### src/axis_gen_pkg.sv
package axis_gen_pkg;

  // Sequencer states of the traffic generator
  typedef enum logic [1:0] {
    IDLE       = 2'b00,
    START_WAIT = 2'b01,
    SEND       = 2'b10
  } burst_state_t;

  // Control from the FSM to the shared counter
  // clear wins over step when both are set
  typedef struct packed {
    logic clear;
    logic step;
  } count_ctrl_t;

  // One beat request per cycle at most
  // load is only raised while the output stage can take a beat
  typedef struct packed {
    logic load;
    logic last;
  } beat_req_t;

endpackage

### src/axis_beat_counter.sv
`timescale 1ns/1ps

module axis_beat_counter #(
  parameter int START_COUNT = 32,
  parameter int BURST_WORDS = 8,
  localparam int CNT_MAX = (START_COUNT > BURST_WORDS) ? START_COUNT : BURST_WORDS,
  localparam int CNT_WIDTH = $clog2(CNT_MAX + 1)
) (
  input  logic                     M_AXIS_ACLK,
  input  logic                     M_AXIS_ARESETN,
  input  axis_gen_pkg::count_ctrl_t count_ctrl,
  output logic [CNT_WIDTH-1:0]     count
);

  // Shared between the start delay and the word index of a burst
  always_ff @(posedge M_AXIS_ACLK) begin
    if (!M_AXIS_ARESETN) begin
      count <= '0;
    end else if (count_ctrl.clear) begin
      count <= '0;
    end else if (count_ctrl.step) begin
      count <= count + 1'b1;
    end
  end

endmodule

### src/axis_burst_fsm.sv
`timescale 1ns/1ps

module axis_burst_fsm #(
  parameter int START_COUNT = 32,
  parameter int BURST_WORDS = 8,
  localparam int CNT_MAX = (START_COUNT > BURST_WORDS) ? START_COUNT : BURST_WORDS,
  localparam int CNT_WIDTH = $clog2(CNT_MAX + 1)
) (
  input  logic                       M_AXIS_ACLK,
  input  logic                       M_AXIS_ARESETN,
  input  logic                       can_load,
  input  logic                       burst_sent,
  input  logic [CNT_WIDTH-1:0]       count,
  output axis_gen_pkg::count_ctrl_t  count_ctrl,
  output axis_gen_pkg::beat_req_t    beat_req,
  output axis_gen_pkg::burst_state_t state
);

  import axis_gen_pkg::*;

  burst_state_t state_q;
  burst_state_t state_d;
  logic         beats_left;
  logic         delay_done;

  assign delay_done = (count == CNT_WIDTH'(START_COUNT - 1));

  // In SEND the counter holds the number of beats already issued
  assign beats_left = (count != CNT_WIDTH'(BURST_WORDS));

  always_comb begin
    state_d    = state_q;
    count_ctrl = '0;
    beat_req   = '0;
    case (state_q)
      IDLE: begin
        count_ctrl.clear = 1'b1;
        state_d          = START_WAIT;
      end
      START_WAIT: begin
        if (delay_done) begin
          count_ctrl.clear = 1'b1;
          state_d          = SEND;
        end else begin
          count_ctrl.step = 1'b1;
        end
      end
      SEND: begin
        if (beats_left) begin
          if (can_load) begin
            beat_req.load   = 1'b1;
            beat_req.last   = (count == CNT_WIDTH'(BURST_WORDS - 1));
            count_ctrl.step = 1'b1;
          end
        end else if (burst_sent) begin
          // With all beats issued the FSM leaves only once the TLAST beat is accepted
          state_d = IDLE;
        end
      end
      default: begin
        state_d = IDLE;
      end
    endcase
  end

  always_ff @(posedge M_AXIS_ACLK) begin
    if (!M_AXIS_ARESETN) begin
      state_q <= IDLE;
    end else begin
      state_q <= state_d;
    end
  end

  assign state = state_q;

endmodule

### src/axis_output_register.sv
`timescale 1ns/1ps

module axis_output_register #(
  parameter int DATA_WIDTH = 32
) (
  input  logic                    M_AXIS_ACLK,
  input  logic                    M_AXIS_ARESETN,
  input  axis_gen_pkg::beat_req_t beat_req,
  input  logic [DATA_WIDTH-1:0]   word,
  input  logic                    M_AXIS_TREADY,
  output logic                    M_AXIS_TVALID,
  output logic [DATA_WIDTH-1:0]   M_AXIS_TDATA,
  output logic                    M_AXIS_TLAST,
  output logic                    can_load,
  output logic                    burst_sent
);

  logic                  valid_q;
  logic                  last_q;
  logic [DATA_WIDTH-1:0] data_q;

  // Empty now, or the held beat leaves on this edge
  assign can_load = !valid_q || M_AXIS_TREADY;

  always_ff @(posedge M_AXIS_ACLK) begin
    if (!M_AXIS_ARESETN) begin
      valid_q <= 1'b0;
      last_q  <= 1'b0;
    end else if (beat_req.load) begin
      valid_q <= 1'b1;
      last_q  <= beat_req.last;
    end else if (M_AXIS_TREADY) begin
      valid_q <= 1'b0;
      last_q  <= 1'b0;
    end
  end

  always_ff @(posedge M_AXIS_ACLK) begin
    if (beat_req.load) begin
      data_q <= word;
    end
  end

  assign burst_sent = valid_q && M_AXIS_TREADY && last_q;

  assign M_AXIS_TVALID = valid_q;
  assign M_AXIS_TDATA  = data_q;
  assign M_AXIS_TLAST  = last_q;

endmodule

### src/axis_pattern_source.sv
`timescale 1ns/1ps

module axis_pattern_source #(
  parameter int DATA_WIDTH = 32
) (
  input  logic                    M_AXIS_ACLK,
  input  logic                    M_AXIS_ARESETN,
  input  axis_gen_pkg::beat_req_t beat_req,
  output logic [DATA_WIDTH-1:0]   word
);

  localparam int HALF_WIDTH = DATA_WIDTH / 2;

  logic [HALF_WIDTH-1:0] burst_num;
  logic [HALF_WIDTH-1:0] word_idx;

  // Both fields wrap at their width
  always_ff @(posedge M_AXIS_ACLK) begin
    if (!M_AXIS_ARESETN) begin
      burst_num <= '0;
      word_idx  <= '0;
    end else if (beat_req.load) begin
      if (beat_req.last) begin
        burst_num <= burst_num + 1'b1;
        word_idx  <= '0;
      end else begin
        word_idx <= word_idx + 1'b1;
      end
    end
  end

  // Sampled by the output stage on the same edge that advances the fields
  assign word = {burst_num, word_idx};

endmodule

### src/axis_stream_master.sv
`timescale 1ns/1ps

module axis_stream_master #(
  parameter int DATA_WIDTH  = 32,
  parameter int START_COUNT = 32,
  parameter int BURST_WORDS = 8
) (
  input  logic                    M_AXIS_ACLK,
  input  logic                    M_AXIS_ARESETN,
  output logic                    M_AXIS_TVALID,
  output logic [DATA_WIDTH-1:0]   M_AXIS_TDATA,
  output logic [DATA_WIDTH/8-1:0] M_AXIS_TSTRB,
  output logic                    M_AXIS_TLAST,
  input  logic                    M_AXIS_TREADY
);

  import axis_gen_pkg::*;

  localparam int CNT_MAX = (START_COUNT > BURST_WORDS) ? START_COUNT : BURST_WORDS;
  localparam int CNT_WIDTH = $clog2(CNT_MAX + 1);

  count_ctrl_t           count_ctrl;
  beat_req_t             beat_req;
  burst_state_t          state;
  logic [CNT_WIDTH-1:0]  count;
  logic [DATA_WIDTH-1:0] word;
  logic                  can_load;
  logic                  burst_sent;

  axis_burst_fsm #(
    .START_COUNT (START_COUNT),
    .BURST_WORDS (BURST_WORDS)
  ) u_fsm (
    .M_AXIS_ACLK    (M_AXIS_ACLK),
    .M_AXIS_ARESETN (M_AXIS_ARESETN),
    .can_load       (can_load),
    .burst_sent     (burst_sent),
    .count          (count),
    .count_ctrl     (count_ctrl),
    .beat_req       (beat_req),
    .state          (state)
  );

  axis_beat_counter #(
    .START_COUNT (START_COUNT),
    .BURST_WORDS (BURST_WORDS)
  ) u_counter (
    .M_AXIS_ACLK    (M_AXIS_ACLK),
    .M_AXIS_ARESETN (M_AXIS_ARESETN),
    .count_ctrl     (count_ctrl),
    .count          (count)
  );

  axis_pattern_source #(
    .DATA_WIDTH (DATA_WIDTH)
  ) u_pattern (
    .M_AXIS_ACLK    (M_AXIS_ACLK),
    .M_AXIS_ARESETN (M_AXIS_ARESETN),
    .beat_req       (beat_req),
    .word           (word)
  );

  axis_output_register #(
    .DATA_WIDTH (DATA_WIDTH)
  ) u_out (
    .M_AXIS_ACLK    (M_AXIS_ACLK),
    .M_AXIS_ARESETN (M_AXIS_ARESETN),
    .beat_req       (beat_req),
    .word           (word),
    .M_AXIS_TREADY  (M_AXIS_TREADY),
    .M_AXIS_TVALID  (M_AXIS_TVALID),
    .M_AXIS_TDATA   (M_AXIS_TDATA),
    .M_AXIS_TLAST   (M_AXIS_TLAST),
    .can_load       (can_load),
    .burst_sent     (burst_sent)
  );

  // Every byte lane is a data byte
  assign M_AXIS_TSTRB = '1;

endmodule

### config.mk
export PLATFORM = sky130hd
export DESIGN_NAME = axis_stream_master
export DESIGN_NICKNAME = d
export VERILOG_FILES = /design/src/axis_gen_pkg.sv /design/src/axis_beat_counter.sv /design/src/axis_burst_fsm.sv /design/src/axis_output_register.sv /design/src/axis_pattern_source.sv /design/src/axis_stream_master.sv
export SDC_FILE = /design/constraint.sdc
export NUM_CORES = 1
export LEC_CHECK = 0
export ABC_CLOCK_PERIOD_IN_PS = 4200
export BUFFER_PORTS_ARGS = -buffer_cell sky130_fd_sc_hd__buf_2
export CORE_AREA = 10 10 109 111
export CTS_BUF_LIST = sky130_fd_sc_hd__clkbuf_4
export CTS_CLUSTER_DIAMETER = 120
export DETAILED_ROUTE_END_ITERATION = 10
export DIE_AREA = 0 0 119 121
export SLEW_MARGIN = 20
export SYNTH_ARGS = -nofsm -noshare
export SYNTH_HDL_FRONTEND = slang
export SYNTH_SLANG_ARGS = --single-unit
export TNS_END_PERCENT = 100
### constraint.sdc
create_clock -name M_AXIS_ACLK -period 4.2 [get_ports M_AXIS_ACLK]
set_input_delay 0.84 -clock M_AXIS_ACLK [delete_from_list [all_inputs] [get_ports M_AXIS_ACLK]]
set_output_delay 0.84 -clock M_AXIS_ACLK [all_outputs]
set_load 0.1 [all_outputs]
==> impl_metrics.py <==
metrics = {
    "routing": {
        "ant_nets": 0,
        "wire_per_inst_um": 13.8,
        "first_pass_iters": 4,
        "drc": 0,
        "drt_wl_total_mm": 6.59,
        "drt_iter0_markers": 130,
        "vias": 2427,
        "via_per_inst": 5.10,
    },
    "yosys": {
        "synth_edf_count": 32,
        "netlist_instances": 303,
        "synth_top_area_cell": "edfxtp_1",
        "synthTopCellsByCount": "dfxtp_1 (42), edfxtp_1 (32), a21oi_1 (21), nand2_1 (21), nand3_1 (17)",
        "synth_adder_area_share": 0.0304,
        "muxShareOfSynthArea": 0.0555,
        "yosysMostFrequentCell": "dfxtp_1",
        "async_flop_share": 0,
        "avgSynthCellArea_um2": 10.9,
        "synth_area_mm2": 0.00329,
        "synth_top_family_by_area": "simple AND/OR/NAND/NOR gates",
        "synth-seq-area-share": 0.547,
        "synth_ff_type": "dfxtp_1",
        "synth-seq-cells": 74,
        "ys_top_cells_by_area": "edfxtp_1 (29%), dfxtp_1 (26%), mux2i_1 (4.9%)",
        "synthSimpleGateAreaFrac": 0.200,
        "synth_cell_type_count": 51,
        "yosysTopAreaCellShare": 0.292,
        "synth-compound-area-share": 0.117,
        "synth_xor_area_frac": 0.00532,
        "ys.warnings.count": 0,
    },
    "pwr": {
        "ir_drop_mv": 0.128,
        "power_leakage_uw": 0.00136,
        "totalPowerFinal_uw": 1330,
        "power_density_mw_per_mm2": 356,
    },
    "timing": {
        "setup_viol": 0,
        "fin_crit_ns": 2.30,
        "fin_setup_tns_ns": 0,
        "clock_skew_ns": 0.0116,
        "final_max_slew_viol_count": 0,
        "hold_viol_final": 0,
        "tightestPinTransition_ns": 0.817,
        "timing.final.crit_share": 0.547,
        "rsz0062_at_grt": "no",
        "max_freq_ghz": 0.435,
        "maxSlewHeadroom": 0.455,
        "fin_hold_ws_ns": 0.475,
    },
    "worst_setup_path": {
        "crit_buf_inv": 2,
        "crit_arrival_ns": 2.66,
        "critPathRequiredTime_ns": 4.56,
        "rr_startpoint": "u_fsm.state[0]",
        "end_kind": "flop",
        "critPathLaunch": "u_fsm.state[0]",
        "reg2reg_slack_ns": 1.90,
        "cpPeakStageDelay_ns": 0.64,
        "r2r_cells": 6,
        "critPathTopFamily": "buffers and inverters",
        "crit_path_max_fanout": 40,
        "crit_path_cell_trace": "inv_1 > ha_1 > o211ai_2 > inv_2 > o2111a_1 > mux2i_1",
        "path_class": "reg2reg",
        "rr_endpoint": "u_counter.count[4]",
        "cp-start-kind": "flop",
        "cpMaxStageDelayCell": "inv_2",
    },
    "grt": {
        "grt_pass1_vias": 2318,
        "grt_max_degree": 41,
        "antenna_found_initial": 0,
        "grt_overflow_total": 0,
        "grt_pass1_wl_mm": 11.1,
        "grtUsageTotal": 0.0927,
    },
    "clocking": {
        "ctsResizeCount": 0,
        "clockBufferDepth": 2,
        "cts_setup_buffers": 0,
        "h-tree-depth": 3,
        "cts_tree": "yes",
        "clockRootBuffer": "clkbuf_4",
        "hold_buffers": 0,
        "cts_buffers": 9,
        "clk_latency_ns": 0.43,
        "cts.sinks": 74,
        "clk_pin_slew_ns": 0.13,
    },
    "floorplan": {
        "die_y_um": 121,
        "pin_count": 41,
        "start_util": 0.342,
        "core_mm2": 0.00964,
        "chipWidth_um": 119,
        "dieArea_mm2": 0.0144,
        "placementRows": 36,
    },
    "final_layout": {
        "drive_gt1_frac": 0.199,
        "syn_to_final_growth_pct": 13.1,
        "stdcell_count": 476,
        "nets": 348,
    },
    "placed_design": {
        "dp_hpwl_mm": 4.60,
        "routabilityCongestion": 0.800,
        "io_buffer_count": 36,
        "numPlacedInstances": 459,
    },
    "min_path": {
        "hold-path-endpoint": "u_out.M_AXIS_TDATA[31]",
        "hp-start": "u_pattern.burst_num[15]",
        "holdPathStages": 0,
        "hold_class": "reg2reg",
    },
    "flow_run": {
        "drv_cap": 0,
    },
    "status": {
        "status": "completed",
    },
}
==> cells by family after synthesis <==
family,count (synthesis)
compound gates,57
xor+xnor,2
fa+ha+maj,8
buf+inv,31
flops,74
mux,18
other cells,1
simple gates,112
==> state kept, by name (all words and copies together) (netlist names) <==
register / flops
u_fsm.state: 2
u_pattern.burst_num: 16
u_counter.count: 6
u_out.M_AXIS_TLAST: 1
u_pattern.word_idx: 16
u_out.M_AXIS_TVALID: 1
u_out.M_AXIS_TDATA: 32
==> how the worst max path moves through the flow <==
stage                    endpoint  cells past startpoint
6_report       u_counter.count[4]                      6
5_1_grt        u_counter.count[4]                      6
4_1_cts        u_counter.count[4]                      6
3_5_place_dp   u_counter.count[4]                      6
3_3_place_gp   u_counter.count[4]                      6
2_1_floorplan  u_counter.count[4]                      6
==> final cells by class <==
| type | instances | area [um2] |
|---|---|---|
| clock inverter | 7 | 92.6 |
| clock buffer | 9 | 67.6 |
| sequential | 74 | 1800 |
| antenna | 1 | 2.50 |
| multi-input combinational | 201 | 1360 |
| fill | 973 | 5910 |
| timing repair buffer | 36 | 180 |
| tap | 133 | 166 |
| inverter | 15 | 56.3 |
==> routing by layer <==
metal	track usage	wire, um	part of all wire
met3	0.0242	285	0.043
met4	0.0527	116	0.018
met5	0	0	0
met1	0.107	3000	0.46
met2	0.153	3180	0.48
==> where the power goes <==
group | switching, uW | internal, uW | leakage (uW)
Sequential | 1.64 | 746 | 0.000706
Combinational | 56.4 | 19.6 | 0.000576
Clock | 262 | 240 | 0.0000800
==> worst reg2reg max path, stage by stage (launching register included) <==
cell and delay [ns]:
dfxtp_1 0.33, inv_1 0.13, ha_1 0.42, o211ai_2 0.20, inv_2 0.64, o2111a_1 0.34
mux2i_1 0.18
==> through the flow <==
step            util  area, um2  worst slack [ns]
2_1_floorplan      -       3310              1.96
3_3_place_gp   0.370       3560              1.59
3_5_place_dp   0.370       3560              1.51
4_1_cts        0.386       3720              1.91
5_1_grt        0.386       3720              1.70
6_report       0.387       3730              1.90
==> cells in the final DEF (no fill, tap or decap), types with 3 or more instances in the layout <==
master     n
nand3_1   17
or2_2      4
edfxtp_1  32
o21ai_0    7
mux2i_1   16
nand4_1    7
or3_1      5
nor2_1    10
o211ai_1   7
a21oi_1   21
a211oi_1   3
buf_2     36
and2_1     3
o31ai_1   10
nand2_1   21
nand2b_1  10
conb_1     4
nor4_1    10
or4_1     10
dfxtp_1   42
ha_1       8
inv_1     14
clkbuf_4   9
No activity file was read; power rests on OpenSTA's default activity.
